`src/common/ghash_cfg.svh`:
```
// Build-time settings of the GHASH engine
// Included by the packages and by RTL that sizes its ports from them

`ifndef GHASH_CFG_SVH
`define GHASH_CFG_SVH

// Width of one field element
`define GHASH_NB_BLOCK 128

// Data beats per message, two blocks in each beat
`define GHASH_MSG_BEATS 4

// Low terms of the GCM polynomial, x^128 = 1 + x + x^2 + x^7
// Bit t holds the x^t coefficient
`define GHASH_POLY 8'h87

`endif

```
`src/common/gf_pkg.sv`:
```
// Galois-field types shared by the multiplier and the accumulator
// Blocks use GCM bit order, so the MSB is the x^0 coefficient

`default_nettype none

`include "ghash_cfg.svh"

package gf_pkg;

    // One GF(2^128) element
    typedef logic [`GHASH_NB_BLOCK-1:0] gf_block_t;

    // Unreduced carry-less product of two elements
    // Bit k holds the coefficient of x^(254-k)
    typedef logic [2*`GHASH_NB_BLOCK-2:0] gf_prod_t;

endpackage

`default_nettype wire

```
`src/common/ghash_pkg.sv`:
```
// Control types of the GHASH engine
// Used by the controller, the input stage, the accumulator and the beat bus

`default_nettype none

`include "ghash_cfg.svh"

package ghash_pkg;

    // Controller states
    typedef enum logic [1:0] {
        IDLE,
        RUN,
        FINISH
    } ghash_state_e;

    // What the beat in flight means for the hash
    typedef enum logic [2:0] {
        BEAT_NONE,
        BEAT_FIRST,
        BEAT_MID,
        BEAT_LAST,
        BEAT_ONLY
    } beat_kind_e;

    // Counts accepted beats of the running message
    typedef logic [$clog2(`GHASH_MSG_BEATS+1)-1:0] beat_cnt_t;

endpackage

`default_nettype wire

```
`src/common/ghash_beat_if.sv`:
```
// Registered beat from the input stage to the accumulator
// A beat is present whenever kind is not BEAT_NONE, no other handshake
// The input stage drives src, the accumulator reads dst

`default_nettype none

interface ghash_beat_if ();
    import gf_pkg::*;
    import ghash_pkg::*;

    beat_kind_e kind;
    gf_block_t  blk_hi;
    gf_block_t  blk_lo;
    // Already zero unless this is the first beat
    gf_block_t  aad;
    // Already zero unless this is the last beat
    logic       skip;

    modport src (
        output kind,
        output blk_hi,
        output blk_lo,
        output aad,
        output skip
    );

    modport dst (
        input kind,
        input blk_hi,
        input blk_lo,
        input aad,
        input skip
    );

endinterface

`default_nettype wire

```
`src/hw/ghash_core/ghash_input_stage.sv`:
```
// Input register of the GHASH engine
// Captures both data blocks, the AAD and the skip flag with the beat kind
// AAD and skip are masked here so the accumulator only looks at kind for the seed

`default_nettype none

module ghash_input_stage (
    input  wire                         i_clock,
    input  wire                         int_reset,
    input  wire ghash_pkg::beat_kind_e  i_kind,
    input  wire gf_pkg::gf_block_t [1:0] i_data,
    input  wire gf_pkg::gf_block_t      i_aad,
    input  wire                         i_skip,
    ghash_beat_if.src                   beat
);
    import ghash_pkg::*;

    logic is_first;
    logic is_last;

    assign is_first = (i_kind == BEAT_FIRST) || (i_kind == BEAT_ONLY);
    assign is_last  = (i_kind == BEAT_LAST) || (i_kind == BEAT_ONLY);

    always_ff @(posedge i_clock) begin
        if (int_reset) begin
            beat.kind <= BEAT_NONE;
        end else begin
            beat.kind <= i_kind;
        end
    end

    // Payload only loads on an accepted beat
    always_ff @(posedge i_clock) begin
        if (i_kind != BEAT_NONE) begin
            // Upper block goes first in GHASH order
            beat.blk_hi <= i_data[1];
            beat.blk_lo <= i_data[0];
            beat.aad    <= is_first ? i_aad : '0;
            // Skip only counts on the closing beat
            beat.skip   <= i_skip & is_last;
        end
    end

endmodule

`default_nettype wire

```
`src/flat_wrapper.sv`:
```
// flat-port wrapper written by rule: the top's interface ports become plain ports
module ghash_input_stage_flat import ghash_pkg::*;
  (i_clock, int_reset, i_kind, i_data, i_aad, i_skip, beat_kind, beat_blk_hi, beat_blk_lo, beat_aad, beat_skip);
  ghash_beat_if beat_i ();
  input  wire i_clock;
  input  wire int_reset;
  input  wire ghash_pkg::beat_kind_e i_kind;
  input  wire gf_pkg::gf_block_t [1:0] i_data;
  input  wire gf_pkg::gf_block_t i_aad;
  input  wire i_skip;
  output wire logic [$bits(beat_i.kind)-1:0] beat_kind;
  output wire logic [$bits(beat_i.blk_hi)-1:0] beat_blk_hi;
  output wire logic [$bits(beat_i.blk_lo)-1:0] beat_blk_lo;
  output wire logic [$bits(beat_i.aad)-1:0] beat_aad;
  output wire logic [$bits(beat_i.skip)-1:0] beat_skip;
  assign beat_kind = beat_i.kind;
  assign beat_blk_hi = beat_i.blk_hi;
  assign beat_blk_lo = beat_i.blk_lo;
  assign beat_aad = beat_i.aad;
  assign beat_skip = beat_i.skip;
  ghash_input_stage u_core (.i_clock(i_clock), .int_reset(int_reset), .i_kind(i_kind), .i_data(i_data), .i_aad(i_aad), .i_skip(i_skip), .beat(beat_i));
endmodule
```
`config.mk`:
```
export PLATFORM = sky130hd
export DESIGN_NAME = ghash_input_stage_flat
export DESIGN_NICKNAME = d
export VERILOG_FILES = /design/src/common/gf_pkg.sv /design/src/common/ghash_pkg.sv /design/src/common/ghash_beat_if.sv /design/src/hw/ghash_core/ghash_input_stage.sv /design/src/flat_wrapper.sv
export VERILOG_INCLUDE_DIRS = /design/src /design/src/common
export SDC_FILE = /design/constraint.sdc
export NUM_CORES = 1
export LEC_CHECK = 0
export BUFFER_PORTS_ARGS = -buffer_cell sky130_fd_sc_hd__buf_2
export CAP_MARGIN = 10
export CORE_AREA = 3 3 301 303
export DETAILED_ROUTE_END_ITERATION = 6
export DIE_AREA = 0 0 304 306
export PLACE_DENSITY = 0.36
export SLEW_MARGIN = 10
export SYNTH_ARGS = -nofsm -noshare
export SYNTH_HDL_FRONTEND = slang
export SYNTH_SLANG_ARGS = --single-unit
```
`constraint.sdc`:
```
create_clock -name i_clock -period 20.9 [get_ports i_clock]
set_input_delay 1.045 -clock i_clock [delete_from_list [all_inputs] [get_ports i_clock]]
set_output_delay 1.045 -clock i_clock [all_outputs]
set_load 0.01 [all_outputs]
```
After elaboration in Yosys (flattened, before gate mapping)
Cells that the tools add are included.
- flip-flop bits (word level): 388
- output and inout bits: 388
- logic and storage cells: 12
- equality and inequality tests: 3
- bitwise operators: 1
- reduce and logical (&&, ||, !) cells: 3
- operator list (kind ; number):
    equality test 3 x 1 -> 1 bit, second input constant ; 1
    equality test 3 x 2 -> 1 bit, second input constant ; 1
    equality test 3 bit, second input constant ; 1
    nonzero test 3 bit ; 1
    logical OR 1 bit ; 2
    AND 1 bit ; 1

Logic depth before layout (Yosys ltp)
- depth in word-level cells: 3
- gate-level depth with buffers: 4

Worst setup path after synthesis
OpenSTA, ideal clock, no wires.
- path type: in2reg
- start point: input i_kind[1]
- end point: register u_core.beat.aad[0] (enable)
- setup time: 772 ps
- arrival: 9681 ps
- required time: 20128 ps
- setup slack: 10447 ps
- stages: 3
- cell sequence: buf_2 buf_2 or3_1
- cells in the longest elaborated chain, start to end: 1
- RTL lines (element ; RTL line ; text):
    from (decl) ; flat_wrapper.sv:7 ; input wire ghash_pkg::beat_kind_e i_kind;
    nonzero test 3 bit ; ghash_input_stage.sv:34 ; if (i_kind != BEAT_NONE) begin
    to (signal assigned) ; ghash_input_stage.sv:38 ; beat.aad <= is_first ? i_aad : '0;
    to (decl) ; ghash_beat_if.sv:23 ; output aad,
Every way passes these cells.
A chain may end at the register's enable or synchronous reset.

Worst setup path in the final report
- start point: input i_kind[1]
- end point: register u_core.beat.aad[101] (enable)
Same word-level chain as after synthesis.

==> metrics.md <==
| Metric | Value |
|---|---|
| Status | `completed` |
| Cell with the most instances after synthesis | `edfxtp_1` |
| Largest net degree at the start of global routing | `approximately 140` |
| CP most frequent cell | `buf_4` |
| H-tree Lvls | `2` |
| Total negative slack | `0 ns` |
| CTS resizes | `0` |
| Post-CTS Setup Bufs | `0` |
| GPL Wtd Cong | `around 0.80` |
| Cells after Synth | `553` |
| CTS max path bufs | `3` |
| Crit path max-delay family | `buffers and inverters` |
| Final setup vio count | `0` |
| Max Clk Rate | `208 MHz` |
| Vias in the first global route | `9197` |
| Routed wire length | `52.1 mm` |
| Top post-synthesis cells by area | `edfxtp_1, nor3b_1, buf_6` |
| Starting Density | `14.6%` |
| CP endpoint kind | `flop` |
| CP Class | `input port to flop` |
| Final hold violation count | `0` |
| CTS tree | `yes` |
| Met2 WL post-DR | `approximately 26 mm` |
| Clock sinks | `~390` |
| Synth top cells by count | `edfxtp_1, nor3b_1, buf_6` |
| Port bufs | `approximately 780` |
| Top sig layer | `met5` |
| Vias | `approximately 8500` |
| Worst vdd ir | `roughly 63 uV` |
| Post-detail-place hpwl | `just over 40 mm` |
| Post-synth ARST share | `0%` |
| GRT Residual Overflow | `0` |
| Final Core Density | `around 22%` |
| Cts-stage hold buffer count | `0` |
| IO Pins | `~780` |
| Synthesized Nets | `943` |
| Design area | `19600 um2` |
| Post-Syn Area | `12800 um2` |
| DR vias/cell | `around 3.3` |
| Area Growth Syn to Fin | `52.2%` |
| Pwr dens | `between 90 and 100 nW/um2` |
| Area leader, netlist | `edfxtp_1` |
| Final min period | `between 4 and 5 ns` |
| CP startpoint kind | `input port` |
| Top cell type's share of synthesized area | `90.0%` |
| Row count | `around 110` |
| DIE AREA | `93000 um2` |
| Wire length per cell | `between 20 and 25 um` |
| Hold crit path type | `input port to flop` |
| DR iter-0 viols | `349` |
| Met3 wire length | `6.90 mm` |
| Reg clk slew, reported paths | `about 0.06 ns` |
| CP Data Arrival Time | `5.00 ns` |
| Worst-Margin Slew | `roughly 0.91 ns` |
| Buf+Inv Stages, Crit Path | `4` |
| #FFs+latches synth | `between 300 and 400` |
| Critical Path, Cell by Cell | `buf_4 > or3_4 > buf_4 > buf_4 > buf_4` |
| Die boundary height | `306 um` |
| RSZ-0062 raised after global routing | `no` |
| Max_cap viols | `0` |
| ANT nets after route | `0` |
| Layout cell share with drive strength beyond 1 | `about three fifths` |
| Initial antenna violation count | `27` |
| Total CTS buffers | `47` |
| Crit-path slowest cell | `buf_4` |
| Total core area | `between 80000 and 90000 um2` |
| Nets@finish | `between 1500 and 2000` |
| Synth cell types | `14` |
| First-pass GRT wire length | `between 70 and 80 mm` |
| Worst EP required | `approximately 21 ns` |
| Slew Viols, Final | `0` |
| Pre-antenna DRT Iters | `4` |
| Die Span X | `304 um` |
| Root Driver | `clkbuf_16` |
| CP Max Fanout | `65` |
| Placed cell area | `between 15000 and 20000 um2` |
| Synth Warn # | `0` |
| Syn avg cell area | `~23 um2` |
| WL met1 | `roughly 17 mm` |
| Post-synthesis sequential area ratio | `about nine tenths` |
| Number of remaining DRC errors | `0` |
| Overall Power | `1.93 mW` |
| EDFF count, synth | `approximately 390` |
| Leakage power | `8.27 nW` |
| Worst stage delay on the critical path | `roughly 0.80 ns` |
| Main synth FF type | `edfxtp_1` |
| Slew margin rel. | `39.2%` |
| Fin crit share | `23.0%` |
| Total GRT Usage | `10.7%` |
[power breakdown]
group | switching, mW | internal (mW) | leakage (nW)
Clock | 0.325 | 0.471 | 0.709
Combinational | 0.113 | 0.0759 | 3.41
Sequential | 0.0185 | 0.927 | 4.15
[worst paths after layout]
check,startpoint,to,slack [ns],cells after the start
setup / recovery,i_kind[1],u_core.beat.aad[101],16.10,5
hold / removal,i_data[111],u_core.beat.blk_lo[111],0.63,1
[stage by stage]
step | cells | setup slack [ns] | hold WS, ns
after CTS | 2555 | 16.03 | 0.565
final | 2563 | 16.10 | 0.629
after floorplan | 553 | 10.45 | 1.12
after global placement | 2473 | 15.53 | 1.22
after global routing | 2558 | 15.78 | 0.582
after detailed placement | 2473 | 15.40 | 1.22
[registers in the layout, indices dropped and copies added, names as in the netlist]
register / count
u_core.beat.kind: 3
u_core.beat.blk_hi: 128
u_core.beat.skip: 1
u_core.beat.aad: 128
u_core.beat.blk_lo: 128
[kinds of logic after synthesis]
kind of cell,Yosys count,synth area share [%]
DFF,388,90.4
xor gates and xnor gates,1,0.0682
buffers and inverters,29,1.66
AOI/OAI and AO/OA,1,0.0585
and+or+nand+nor,134,7.77
[placed cells by master, fill, tap and decap left out, drive strengths merged, types with 3 or more instances in the layout]
cell type and count:
buf 784, clkbuf 63, nor2b 3, dfxtp 3, diode 8, clkinv 11
nor3b 128, edfxtp 385, bufinv 4, inv 3
[final cells by class]
| cell class | count | area (um2) |
|---|---|---|
| antenna | 8 | 20.0 |
| timing repair buffer | 784 | 3960 |
| tap | 1165 | 1460 |
| clock buffer | 63 | 1260 |
| clock inverter | 19 | 215 |
| multi-input combinational | 136 | 1030 |
| sequential | 388 | 11600 |
| fill | 9466 | 68700 |
[per-layer routing]
layer	vias up	GRT usage, %
met2	485	18.5
met4	12	3.64
met5	-	0
met1	4140	10.5
met3	88	6.47
li1	3819	-
Note: power is estimated with default switching activity, not from simulation.
