## src/common/ghash_cfg.svh

```systemverilog
// Build-time settings of the GHASH engine
// Included by the packages and by RTL that sizes its ports from them

`ifndef GHASH_CFG_SVH
`define GHASH_CFG_SVH

// Width of one field element
`define GHASH_NB_BLOCK 128

// Data beats per message, two blocks in each beat
`define GHASH_MSG_BEATS 4

// Low terms of the GCM polynomial, x^128 = 1 + x + x^2 + x^7
// Bit t holds the x^t coefficient
`define GHASH_POLY 8'h87

`endif

```

## src/common/ghash_pkg.sv

```systemverilog
// Control types of the GHASH engine
// Used by the controller, the input stage, the accumulator and the beat bus

`default_nettype none

`include "ghash_cfg.svh"

package ghash_pkg;

    // Controller states
    typedef enum logic [1:0] {
        IDLE,
        RUN,
        FINISH
    } ghash_state_e;

    // What the beat in flight means for the hash
    typedef enum logic [2:0] {
        BEAT_NONE,
        BEAT_FIRST,
        BEAT_MID,
        BEAT_LAST,
        BEAT_ONLY
    } beat_kind_e;

    // Counts accepted beats of the running message
    typedef logic [$clog2(`GHASH_MSG_BEATS+1)-1:0] beat_cnt_t;

endpackage

`default_nettype wire

```

## src/hw/ghash_core/ghash_ctrl.sv

```systemverilog
// Beat classification and done generation for the GHASH engine
// Counts the beats of a fixed-length message and tags each accepted one
// A start of message restarts the count at any time

`default_nettype none

`include "ghash_cfg.svh"

module ghash_ctrl (
    input  wire                   i_clock,
    input  wire                   int_reset,
    input  wire                   i_valid,
    input  wire                   i_sop,
    output ghash_pkg::beat_kind_e o_kind,
    output logic                  o_done
);
    import ghash_pkg::*;

    localparam beat_cnt_t LAST_CNT = beat_cnt_t'(`GHASH_MSG_BEATS - 1);
    localparam bit        ONE_BEAT = (`GHASH_MSG_BEATS == 1);

    ghash_state_e state;
    ghash_state_e state_next;
    beat_cnt_t    cnt;

    // Kind of the beat on the inputs this cycle
    always_comb begin
        o_kind = BEAT_NONE;
        if (i_valid) begin
            if (i_sop) begin
                if (ONE_BEAT) begin
                    o_kind = BEAT_ONLY;
                end else begin
                    o_kind = BEAT_FIRST;
                end
            end else if (state == RUN) begin
                if (cnt == LAST_CNT) begin
                    o_kind = BEAT_LAST;
                end else begin
                    o_kind = BEAT_MID;
                end
            end
        end
    end

    always_comb begin
        state_next = state;
        case (o_kind)
            BEAT_FIRST: state_next = RUN;
            BEAT_LAST, BEAT_ONLY: state_next = FINISH;
            default: begin
                // FINISH lasts a single cycle
                if (state == FINISH) begin
                    state_next = IDLE;
                end
            end
        endcase
    end

    always_ff @(posedge i_clock) begin
        if (int_reset) begin
            state  <= IDLE;
            cnt    <= '0;
            o_done <= 1'b0;
        end else begin
            state  <= state_next;
            // Last beat is folded in while in FINISH, done follows it
            o_done <= (state == FINISH);
            case (o_kind)
                BEAT_FIRST: cnt <= beat_cnt_t'(1);
                BEAT_MID: cnt <= cnt + beat_cnt_t'(1);
                BEAT_LAST, BEAT_ONLY: cnt <= '0;
                default: cnt <= cnt;
            endcase
        end
    end

endmodule

`default_nettype wire

```

## config.mk

```make
export PLATFORM = sky130hd
export DESIGN_NAME = ghash_ctrl
export DESIGN_NICKNAME = d
export VERILOG_FILES = /design/src/common/ghash_pkg.sv /design/src/hw/ghash_core/ghash_ctrl.sv
export VERILOG_INCLUDE_DIRS = /design/src /design/src/common
export SDC_FILE = /design/constraint.sdc
export NUM_CORES = 1
export LEC_CHECK = 0
export BUFFER_PORTS_ARGS = -buffer_cell sky130_fd_sc_hd__buf_2
export CORE_AREA = 2 2 39 41
export DETAILED_ROUTE_END_ITERATION = 6
export DIE_AREA = 0 0 41 43
export HOLD_SLACK_MARGIN = 0.06
export PLACE_DENSITY = 0.5
export REMOVE_ABC_BUFFERS = 1
export SKIP_LAST_GASP = 1
export SYNTH_ARGS = -nofsm -noshare
export SYNTH_HDL_FRONTEND = slang
export SYNTH_SLANG_ARGS = --single-unit
```

## constraint.sdc

```tcl
create_clock -name i_clock -period 1.56 [get_ports i_clock]
set_input_delay 0.078 -clock i_clock [delete_from_list [all_inputs] [get_ports i_clock]]
set_output_delay 0.078 -clock i_clock [all_outputs]
set_load 0.005 [all_outputs]
```

Yosys cells after proc, flatten, opt, wreduce, memory -nomap -nowiden
Cells that the tools add are included.
{"block": "totals", "reg_bits": 6, "input_bits": 4, "out_inout_bits": 4, "wordCells": 21}
{"block": "classes", "add_sub_neg": 1, "n_eq_ne": 7, "muxes": 7, "n_reduce_logical": 3}
{"operator": "$eq 3x2->1 const B", "count": 3}
{"operator": "$pmux 3 s3", "count": 1}
{"operator": "$mux 2", "count": 4}
{"operator": "$reduce_bool 3->1", "count": 2}
{"operator": "$pmux 2 s2", "count": 1}
{"operator": "$add 3x1->3 const B", "count": 1}
{"operator": "$eq 3x1->1 const B", "count": 1}
{"operator": "$eq 3x3->1 const B", "count": 1}
{"operator": "$eq 2x1->1 const B", "count": 1}
{"operator": "$eq 2x2->1 const B", "count": 1}
{"operator": "$reduce_or 2->1", "count": 1}
{"operator": "$mux 1", "count": 1}

Depth between registers and ports, before layout
Gate-level depths: netlist of run 1.
{"block": "depth", "ltp_word": 8, "ltp_mapped": 5, "ltp_nobuf": 5}

Worst setup path after synthesis of run 1
No wires, ideal clock.
{"block": "synth_timing", "kind": "register to register", "start": "reg cnt[0]", "end": "reg cnt[2]", "setup_ns": 0.087, "arrival_time_ns": 1.289, "required_time_ns": 1.473, "slack_ns": 0.184, "path_stages_with_launch": 5, "path_buffers": 0, "period_less_slack_ns": 1.376, "cell_sequence": "dfxtp_1 > ha_1 > ha_1 > or4b_1 > o31ai_1"}
{"block": "synth_via", "elab_chain_cells": 8, "elab_cells_between_ends": 13, "classes_between": "1 x add/sub; 5 x eq/ne; 5 x mux; 2 x reduce/logical"}
{"element": "start: declaration", "line_no": "ghash_ctrl.sv:24", "text": "beat_cnt_t cnt;"}
{"element": "start signal: assignment", "line_no": "ghash_ctrl.sv:70", "text": "BEAT_FIRST: cnt <= beat_cnt_t'(1);"}
{"element": "start signal: assignment", "line_no": "ghash_ctrl.sv:71", "text": "BEAT_MID: cnt <= cnt + beat_cnt_t'(1);"}
{"element": "start signal: assignment", "line_no": "ghash_ctrl.sv:73", "text": "default: cnt <= cnt;"}
{"element": "$eq 3x2->1", "line_no": "ghash_ctrl.sv:37", "text": "if (cnt == LAST_CNT) begin"}
{"element": "$mux 1", "line_no": "ghash_ctrl.sv:37"}
{"element": "$mux 2", "line_no": "ghash_ctrl.sv:36", "text": "end else if (state == RUN) begin"}
{"element": "$mux 2", "line_no": "ghash_ctrl.sv:30", "text": "if (i_sop) begin"}
{"element": "$mux 2", "line_no": "ghash_ctrl.sv:29", "text": "if (i_valid) begin"}
{"element": "$eq 3x2->1 / $eq 3x3->1 (equally long branches)", "line_no": "ghash_ctrl.sv:69", "text": "case (o_kind)"}
{"element": "$reduce_or 2->1", "line_no": "ghash_ctrl.sv:69"}
{"element": "$pmux 3 s3 / $reduce_bool 3->1 (equally long branches)"}
Several ways; a longest one is shown, not always the timed one.
A chain may end at the register's enable or synchronous reset.

Final worst setup path of run 1
{"block": "layout_timing", "start": "reg cnt[0]", "end": "out o_kind[0]"}
{"block": "layout_via", "elab_chain_cells": 5}
{"element": "$eq 3x2->1", "line_no": "ghash_ctrl.sv:37"}
{"element": "$mux 1", "line_no": "ghash_ctrl.sv:37"}
{"element": "$mux 2", "line_no": "ghash_ctrl.sv:36"}
{"element": "$mux 2", "line_no": "ghash_ctrl.sv:30"}
{"element": "$mux 2", "line_no": "ghash_ctrl.sv:29"}
{"element": "end: declaration", "line_no": "ghash_ctrl.sv:14", "text": "output ghash_pkg::beat_kind_e o_kind,"}
Every way passes these cells.

==> key figures, run 1 <==
GRT
  • Total GRT Usage: 8.233%
  • Global-route wire length before repair: 869 µm
  • Initial antenna violation count: 0
  • Pin count of the biggest net entering global routing: 8
  • Number of global-route vias before repair: 220
  • Total gr overflow: 0

Yosys
  • Number of synthesized register bits: 6
  • Complex-gate fraction of the synthesized area: 20.50%
  • Sequential fraction of the synthesis area: 40.17%
  • Gate Count Post-Synth: 31
  • Syn avg cell area: 9.646 µm²
  • Post-Syn Area: 299.0 µm²
  • Simple-gate area share of the yosys netlist: 23.43%
  • XOR/XNOR share of the synthesized area: 0%
  • Synth Area in Adders: 8.368%
  • Mux share of post-synthesis cell area: 0%
  • Largest family of logic cells by synthesized area: simple AND/OR/NAND/NOR gates
  • Synth unique cells: 20
  • Yosys warns: 0

CTS
  • Root Driver: clkbuf_4
  • TritonCTS clock tree: built
  • Clock buffer count from CTS: 3
  • Clock latency on the worst-skew pair: 0.25 ns
  • # resized after CTS: 0
  • CTS sink count: 6
  • Postcts setup bufs: 0
  • Clock transition at path regs: 0.05 ns
  • Max clock buf depth: 2
  • CTS Hold Buffers Added: 0
  • H-tree depth: 1

Worst setup path
  • Critical path launch point type: flip-flop
  • Family with the most delay on the worst path: adder cells
  • WP data arrival: 1.37 ns
  • Crit path kind: reg -> out
  • Crit path max fanout: 5
  • Crit-path cells: ha_1 > ha_1 > buf_4 > a21oi_1 > nor2b_1 > buf_2
  • Cell mode on critical path: ha_1
  • CP endpoint kind: output port
  • Req. time, crit path: 1.48 ns
  • Slowest cell delay on critical path: 0.32 ns
  • Buffers plus inverters on the worst setup path: 2
  • Slowest-stage cell, CP: dfxtp_1

Placement
  • GP Congestion: 0.5947
  • HPWL Detailed: 399.2 µm
  • Port bufs: 6

Route
  • Router iterations before antenna repair: 4
  • Routed Wire Length: 536 µm
  • Post-DR wirelength/cell: 9.571 µm
  • DRT iter0 DRCs: 2
  • Vias per inst: 4.464
  • Via count: 250
  • Residual DRC: 0
  • Antenna Nets Post-Route: 0

Timing
  • Final slew viol count: 0
  • Final setup fails: 0
  • Setup TNS: 0 ns
  • Final hold viol count: 0
  • Final Cycle Share: 93.00%
  • Final clock skew: 0.007027 ns
  • Unrepaired setup endpoints after global routing: false
  • Peak Freq: 689.3 MHz
  • Final min period: 1.451 ns

Power and ir drop
  • Final Power: 0.3343 mW
  • Pwr dens: 899.7 nW/µm²
  • Worst IR Drop VDD: 0.2393 mV
  • LEAKAGE: 0.1620 nW

Floorplan
  • DIE HEIGHT: 43 µm
  • Total I/O pin count: 8
  • Die Width: 41 µm
  • Die footprint: 1763 µm²
  • # rows: 14
  • CORE AREA: 1384 µm²
  • Initial Utilization: 21.61%

Job
  • Max-cap check violation count: 0

Cells and area
  • Area growth, synth to finish: 24.27%
  • Fillers: 148
  • Area of the multi-input gates: 160.2 µm²
  • Seq. cell area: 120.1 µm²
  • Ant diodes: 0
  • Most frequent cells in the layout: dfxtp_1 (6), buf_2 (6), inv_1 (3), clkbuf_4 (3)
  • Layout cells sized above 1: 27.50%
  • Nets: 48

Worst hold path
  • Hold crit path type: in -> reg

Status
  • Status: finished clean
-- sequential cells by signal (all words and copies together), names as in the netlist --
name and flops:
o_done 1, state 2, cnt 3
-- worst paths after layout --
path,start,endpoint,slack (ns),cells after the start
min,int_reset,o_done$_SDFF_PP0_,0.07,2
max,cnt[0]$_SDFFE_PP0P_,o_kind[0],0.11,6
min reg2reg,state[0]$_SDFFE_PP0P_,state[1]$_SDFFE_PP0P_,0.47,2
max reg2reg,cnt[0]$_SDFFE_PP0P_,cnt[2]$_SDFFE_PP0P_,0.14,4
-- cell usage after synthesis, drive strengths merged --
cell / n / share of area (%)
a2111oi: 1 / 2.9
a21oi: 2 / 3.3
a22oi: 1 / 2.5
and4bb: 1 / 5.4
buf: 1 / 2.5
conb: 1 / 1.3
dfxtp: 6 / 40
ha: 2 / 8.4
inv: 3 / 3.8
nand2: 1 / 1.3
nand3b: 1 / 2.5
nand4b: 1 / 2.9
nor2: 1 / 1.3
nor2b: 2 / 4.2
nor3b: 1 / 2.5
o211a: 1 / 3.3
o21a: 1 / 2.5
o21ai: 2 / 3.3
o31ai: 1 / 2.5
or4b: 1 / 3.3
-- layout make-up --
type / instances / share of cell area [%]
Clock buffer: 3 / 6.061
Tap cell: 16 / 5.387
Multi-Input combinational cell: 21 / 43.10
Sequential cell: 6 / 32.32
Inverter: 3 / 3.030
Timing Repair Buffer: 7 / 10.10
-- power breakdown --
group / switching, mW / leakage, nW / internal [mW] / total, mW
logic: 0.0139 / 0.0994 / 0.0125 / 0.0263
clock network: 0.0590 / 0.0138 / 0.0872 / 0.146
registers: 0.00378 / 0.0488 / 0.158 / 0.162
total: 0.0766 / 0.162 / 0.258 / 0.334
-- per-layer routing --
layer  global-route usage, %  part of all wire [%]  vias to the layer above
met5                       0                     0                        -
met4                   8.000                   5.4                        0
met3                   6.283                   6.0                        5
met2                   9.688                    47                        6
met1                   8.682                    41                      109
li1                        -                     -                      130
-- cells by family after synthesis --
group / after synthesis
compound gates: 9
fa+ha+maj: 2
other cells: 1
buf+inv: 4
simple gates: 9
flops: 6
-- worst register-to-register path, stage by stage (launching register included) --
cell and delay, ns:
dfxtp_1 0.32, ha_1 0.20, ha_1 0.26, or4b_1 0.50
o31ai_1 0.07
-- through the flow --
step / setup slack [ns] / instance area (µm²) / cells / util (%) / hold WS [ns]
after CTS: 0.09132 / 371.6 / 56 / 26.85 / 0.06350
after global placement: 0.1536 / 349.1 / 53 / 25.23 / 0.3383
after global routing: 0.03038 / 371.6 / 56 / 26.85 / 0.07918
final: 0.1092 / 371.6 / 56 / 26.85 / 0.06849
after detailed placement: 0.1263 / 349.1 / 53 / 25.23 / 0.3280
after floorplan: 0.1838 / 291.5 / 30 / - / 0.1504
Power figures use the tool's default switching activity.
==> run 2, diff against run 1 <==
- BUFFER_PORTS_ARGS: -buffer_cell sky130_fd_sc_hd__buf_2 -> not set
- CORE_AREA: 2 2 39 41 -> 4 4 41 43
- DIE_AREA: 0 0 41 43 -> 0 0 45 47
- DONT_BUFFER_PORTS: not set -> 1
- PLACE_DENSITY: 0.5 -> 0.45
- clock period: 1.56 -> 1.45 ns (I/O delays scaled with it)
==> key figures, run 2 (synthesis gave the netlist of run 1 again) <==
Route
  • Routed Wire Length: 720 µm (was 536 µm)
  • Router iterations before antenna repair: 3 (was 4)
  • Via count: 258 (was 250)
  • Antenna Nets Post-Route: 0 (unchanged)
  • Post-DR wirelength/cell: 13.58 µm (was 9.571 µm)
  • DRT iter0 DRCs: 3 (was 2)
  • Vias per inst: 4.868 (was 4.464)
  • Residual DRC: 0 (unchanged)

Timing
  • Peak Freq: 720.8 MHz
  • Final hold viol count: 0 (unchanged)
  • Final clock skew: 0.001091 ns (was 0.007027 ns)
  • Final Cycle Share: 95.68%
  • Final setup fails: 0 (unchanged)
  • Final slew viol count: 0 (unchanged)
  • Unrepaired setup endpoints after global routing: false (unchanged)
  • Setup TNS: 0 ns (unchanged)
  • Final min period: 1.387 ns

Worst setup path
  • Buffers plus inverters on the worst setup path: 0 (was 2)
  • Crit path max fanout: 2 (was 5)
  • Family with the most delay on the worst path: simple AND/OR/NAND/NOR gates (was adder cells)
  • CP endpoint kind: flip-flop (was output port)
  • Crit path kind: reg -> reg (was reg -> out)
  • Slowest-stage cell, CP: or4b_1 (was dfxtp_1)
  • Slowest cell delay on critical path: 0.51 ns (was 0.32 ns)
  • Req. time, crit path: 1.61 ns (was 1.48 ns)
  • WP data arrival: 1.54 ns (was 1.37 ns)
  • Critical path launch point type: flip-flop (unchanged)
  • Crit-path cells: ha_2 > ha_4 > or4b_1 > o31ai_1 (was ha_1 > ha_1 > buf_4 > a21oi_1 > nor2b_1 > buf_2)

GRT
  • Total gr overflow: 0 (unchanged)
  • Initial antenna violation count: 0 (unchanged)
  • Total GRT Usage: 9.163% (was 8.233%)
  • Global-route wire length before repair: 1186 µm (was 869 µm)
  • Pin count of the biggest net entering global routing: 7 (was 8)
  • Number of global-route vias before repair: 280 (was 220)

Worst hold path
  • Hold crit path type: in -> reg (unchanged)

Floorplan
  • CORE AREA: 1301 µm² (was 1384 µm²)
  • Total I/O pin count: 8 (unchanged)
  • # rows: 13 (was 14)
  • Initial Utilization: 22.98% (was 21.61%)
  • Die footprint: 2115 µm² (was 1763 µm²)
  • DIE HEIGHT: 47 µm (was 43 µm)
  • Die Width: 45 µm (was 41 µm)

CTS
  • TritonCTS clock tree: built (unchanged)
  • Root Driver: clkbuf_4 (unchanged)
  • Max clock buf depth: 2 (unchanged)
  • Clock latency on the worst-skew pair: 0.24 ns (was 0.25 ns)
  • Clock buffer count from CTS: 3 (unchanged)
  • Clock transition at path regs: 0.05 ns (about the same)
  • CTS sink count: 6 (unchanged)
  • H-tree depth: 1 (unchanged)

Cells and area
  • Max reg flops: 3 (unchanged)
  • Layout cells sized above 1: 26.32% (was 27.50%)
  • Largest reg by FF count: cnt (unchanged)
  • Biggest registers after layout: cnt x3, state x2, o_done x1 (unchanged)
  • Commonest non-fill, non-tap cell in the layout: dfxtp_1
  • Most frequent cells in the layout: dfxtp_1 (4), inv_1 (3), clkbuf_4 (3), dlygate4sd3_1 (3) (was dfxtp_1 (6), buf_2 (6), inv_1 (3), clkbuf_4 (3))
  • Utilization after layout: 30.48% (was 26.85%)
  • Nets: 46 (was 48)
  • Area growth, synth to finish: 32.64% (was 24.27%)
  • Ant diodes: 0 (unchanged)

Placement
  • HPWL Detailed: 487.6 µm (was 399.2 µm)
  • Port bufs: 0 (was 6)
  • GP Congestion: 0.5887 (was 0.5947)

Power and ir drop
  • Final Power: 0.3645 mW (was 0.3343 mW)
  • LEAKAGE: 0.1505 nW (was 0.1620 nW)
  • Worst IR Drop VDD: 0.3748 mV (was 0.2393 mV)
  • Pwr dens: 918.9 nW/µm² (was 899.7 nW/µm²)

Status
  • Status: finished clean (unchanged)

Job
  • Max-cap check violation count: 0 (unchanged)
-- run 2: cell types whose count changed in the layout (fill, tap and decap cells not counted), sizes merged --
cell	change
dlygate4sd3	+3
buf	-5
-- run 2: stage by stage --
| stage | hold WS, ns | std cells | setup WS, ns | area (µm²) |
|---|---|---|---|---|
| floorplan | 0.1449 | 30 | 0.07384 | 291.5 |
| global placement | 0.1471 | 46 | 0.04235 | 317.8 |
| detailed placement | 0.1505 | 46 | 0.009294 | 317.8 |
| CTS | 0.06295 | 52 | 0.01932 | 372.9 |
| global route | 0.07945 | 53 | 0.01227 | 396.6 |
| finish | 0.07061 | 53 | 0.06266 | 396.6 |
-- run 2: timing repair --
| action | 4_1_cts | 5_1_grt |
|---|---|---|
| gates resized for setup | 1 | 4 |
| setup endpoints to repair | 1 | 3 |
| setup buffers | 0 | 1 |
| hold buffers | 3 | 0 |
| hold endpoints to repair | 6 | 0 |
| pin swaps | 0 | 1 |
-- run 2: cell type report --
| type | count | area, µm² |
|---|---|---|
| Fill cell | 146 | 904.6 |
| Multi-Input combinational cell | 21 | 176.4 |
| Sequential cell | 6 | 122.6 |
| Timing Repair Buffer | 5 | 45.04 |
| Clock buffer | 3 | 22.52 |
| Tap cell | 15 | 18.77 |
| Inverter | 3 | 11.26 |
-- run 2: final timing paths --
check	cells past startpoint	startpoint	to	slack [ns]
worst min register to register	2	cnt[1]$_SDFFE_PP0P_	cnt[1]$_SDFFE_PP0P_	0.46
worst max register to register	4	cnt[0]$_SDFFE_PP0P_	cnt[2]$_SDFFE_PP0P_	0.06
worst max-delay path	4	cnt[0]$_SDFFE_PP0P_	cnt[2]$_SDFFE_PP0P_	0.06
worst min-delay path	2	i_valid	state[1]$_SDFFE_PP0P_	0.07
-- run 2: where the power goes --
group          switching (mW)  total (mW)  internal, mW
logic                  0.0155      0.0336        0.0181
registers             0.00366       0.174         0.170
clock network          0.0630       0.157        0.0938
total                  0.0821       0.364         0.282
-- run 2: worst reg2reg max path, stage by stage, from the launching register on --
cell     delay, ns
dfxtp_2       0.31
ha_2          0.19
ha_4          0.20
or4b_1        0.51
o31ai_1       0.08
-- run 2: routing by layer --
layer | up-vias | global-route usage, % | wire length [µm]
li1 | 125 | - | -
met1 | 120 | 7.727 | 315
met2 | 10 | 12.99 | 307
met3 | 3 | 7.280 | 74
met4 | 0 | 9.942 | 22
met5 | - | 0 | 0
==> run 3, diff against run 2 <==
- SETUP_SLACK_MARGIN: not set -> 0.5
==> key figures, run 3 (synthesis gave the netlist of run 1 again) <==
Worst hold path
  • Hold crit path type: in -> reg (unchanged)
  • Hold_sp: int_reset (was i_valid)
  • Hold EP: state[1]$_SDFFE_PP0P_ (unchanged)
  • Cells on Worst Hold Path: 1 (was 2)

Placement
  • Dpl cells: 46 (unchanged)
  • HPWL Detailed: 487.6 µm (unchanged)
  • Port bufs: 0 (unchanged)
  • GP Congestion: 0.5887 (unchanged)

Timing
  • Peak Freq: 751.8 MHz (was 720.8 MHz)
  • Final Cycle Share: 91.73% (was 95.68%)
  • Final hold viol count: 4 (was 0)
  • Unrepaired setup endpoints after global routing: true (was false)
  • Setup TNS: 0 ns (unchanged)
  • Final setup fails: 0 (unchanged)
  • Final hold slack: -0.1112 ns (was 0.07061 ns)
  • Final slew viol count: 0 (unchanged)
  • Final clock skew: 0.003678 ns (was 0.001091 ns)
  • Final min period: 1.330 ns (was 1.387 ns)

GRT
  • Total gr overflow: 0 (unchanged)
  • Grt met2 use: 14.12% (was 12.99%)
  • Initial antenna violation count: 0 (unchanged)
  • Total GRT Usage: 9.486% (was 9.163%)
  • Pin count of the biggest net entering global routing: 7 (unchanged)
  • Number of global-route vias before repair: 268 (was 280)
  • Global route hottest layer: met2 (unchanged)
  • Global-route wire length before repair: 1235 µm (was 1186 µm)
  • Grt met1 use: 7.973% (was 7.727%)
  • Met3 usage: 7.663% (was 7.280%)

CTS
  • TritonCTS clock tree: built (unchanged)
  • Clock transition at path regs: 0.05 ns (about the same)
  • CTS Hold Buffers Added: 2 (was 3)
  • Root Driver: clkbuf_4 (unchanged)
  • Clock latency on the worst-skew pair: 0.25 ns (was 0.24 ns)
  • H-tree depth: 1 (unchanged)
  • Clock buffer count from CTS: 3 (unchanged)
  • CTS sink count: 6 (unchanged)
  • Max clock buf depth: 2 (unchanged)

Cells and area
  • Layout cells sized above 1: 43.59% (was 26.32%)
  • Biggest registers after layout: cnt x3, state x2, o_done x1 (unchanged)
  • Max reg flops: 3 (unchanged)
  • Non-filler cells, final: 54 (was 53)
  • Nets: 47 (was 46)
  • Ant diodes: 0 (unchanged)
  • Area growth, synth to finish: 46.86% (was 32.64%)
  • Largest reg by FF count: cnt (unchanged)
  • Most frequent cells in the layout: inv_1 (3), clkbuf_4 (3), dfxtp_2 (3), dfxtp_1 (3) (was dfxtp_1 (4), inv_1 (3), clkbuf_4 (3), dlygate4sd3_1 (3))
  • Fillers: 139 (was 146)
  • Utilization after layout: 33.75% (was 30.48%)

Worst setup path
  • Reg2Reg Depth: 4 (unchanged)
  • Slowest-stage cell, CP: or4b_1 (unchanged)
  • Crit-path cells: ha_4 > ha_4 > or4b_1 > o31ai_1 (was ha_2 > ha_4 > or4b_1 > o31ai_1)
  • Slowest cell delay on critical path: 0.51 ns (about the same)
  • Critical path launch point type: flip-flop (unchanged)
  • Crit path max fanout: 2 (unchanged)
  • Family with the most delay on the worst path: simple AND/OR/NAND/NOR gates (unchanged)
  • Cell mode on critical path: ha_4
  • Crit path kind: reg -> reg (unchanged)
  • R2R setup slack: 0.12 ns (was 0.06 ns)
  • WP data arrival: 1.49 ns (was 1.54 ns)
  • Worst r2r dst: cnt[2]$_SDFFE_PP0P_ (unchanged)
  • Buffers plus inverters on the worst setup path: 0 (unchanged)
  • R2R Path Start: cnt[1]$_SDFFE_PP0P_ (was cnt[0]$_SDFFE_PP0P_)
  • CP endpoint kind: flip-flop (unchanged)
  • Req. time, crit path: 1.61 ns (about the same)

Status
  • Failing checks: negative hold slack
  • Status: complete, but fails checks (was finished clean)

Route
  • Residual DRC: 0 (unchanged)
  • Via count: 267 (was 258)
  • Router iterations before antenna repair: 2 (was 3)
  • Vias per inst: 4.944 (was 4.868)
  • Routed Wire Length: 768 µm (was 720 µm)
  • Post-DR wirelength/cell: 14.22 µm (was 13.58 µm)
  • DRT iter0 DRCs: 6 (was 3)
  • Antenna Nets Post-Route: 0 (unchanged)

Power and ir drop
  • LEAKAGE: 0.1612 nW (was 0.1505 nW)
  • Logic pwr share: 9.2% (about the same)
  • Switching share of power: 22.99% (was 22.53%)
  • Reg power frac: 47.3% (was 47.8%)
  • Pwr dens: 841.6 nW/µm² (was 918.9 nW/µm²)
  • Sw Pwr: 0.08496 mW (was 0.08211 mW)
  • Worst IR Drop VDD: 0.3789 mV (was 0.3748 mV)
  • Clk pwr share: 43.5% (was 43.0%)
  • Internal power: 0.2847 mW (was 0.2824 mW)

Floorplan
  • Die footprint: 2115 µm² (unchanged)
  • Die Width: 45 µm (unchanged)
  • DIE HEIGHT: 47 µm (unchanged)
  • # rows: 13 (unchanged)
  • CORE AREA: 1301 µm² (unchanged)
  • Total I/O pin count: 8 (unchanged)
  • Initial Utilization: 22.98% (unchanged)

Job
  • Max-cap check violation count: 0 (unchanged)
## run 3: worst reg2reg max path, stage by stage (launching register included)
cell and delay, ns:
dfxtp_2 0.33, ha_4 0.17, ha_4 0.15, or4b_1 0.51, o31ai_1 0.08
## run 3: worst max path at each step
stage                        startpoint                  end  slack, ns  depth (start not counted)
finish              cnt[1]$_SDFFE_PP0P_  cnt[2]$_SDFFE_PP0P_       0.12                          4
floorplan           cnt[0]$_SDFFE_PP0P_  cnt[2]$_SDFFE_PP0P_       0.07                          4
global route        cnt[1]$_SDFFE_PP0P_  cnt[2]$_SDFFE_PP0P_       0.08                          4
global placement    cnt[0]$_SDFFE_PP0P_  cnt[2]$_SDFFE_PP0P_       0.04                          4
detailed placement  cnt[0]$_SDFFE_PP0P_  cnt[2]$_SDFFE_PP0P_      0.009                          4
CTS                 cnt[1]$_SDFFE_PP0P_  cnt[2]$_SDFFE_PP0P_       0.13                          4
## run 3: what timing repair did
action | 4_1_cts | 5_1_grt
buffers inserted | 1 | 2
endpoints found under the setup margin | 7 | 7
resized for setup | 9 | 7
pin swaps | 3 | 1
endpoints found under the hold margin | 6 | 4
## run 3: area by class of cell
cell class              instances  area (µm²)  share of cell area, %
multi-input cells              21       205.2                  46.72
repair buffers                  6       57.56                  13.11
inverters                       3       11.26                  2.564
flip-flops and latches          6       123.9                  28.21
well taps                      15       18.77                  4.274
clock buffers                   3       22.52                  5.128
## run 3: power groups by stage
stage	Sequential, mW	Clock (mW)	Combinational (mW)
after floorplan	0.176	0	0.0157
after global placement	0.176	0	0.0177
after detailed placement	0.177	0	0.0194
after CTS	0.175	0.170	0.0306
after global routing	0.175	0.187	0.0370
final	0.175	0.161	0.0340
## run 3: metal layers
layer | vias to the layer above | share of wire (%) | routed length, µm
li1 | 130 | - | -
met4 | 0 | 3.0 | 23
met2 | 11 | 44 | 341
met5 | - | 0 | 0
met1 | 123 | 40 | 308
met3 | 3 | 12 | 95
## run 3: per-stage QoR
stage,setup WS (ns),instance area (µm²),power [mW]
after global routing,0.08050,439.2,0.3997
final,0.1199,439.2,0.3696
after global placement,0.04235,317.8,0.1942
after floorplan,0.07384,291.5,0.1917
after CTS,0.1318,402.9,0.3751
after detailed placement,0.009294,317.8,0.1963
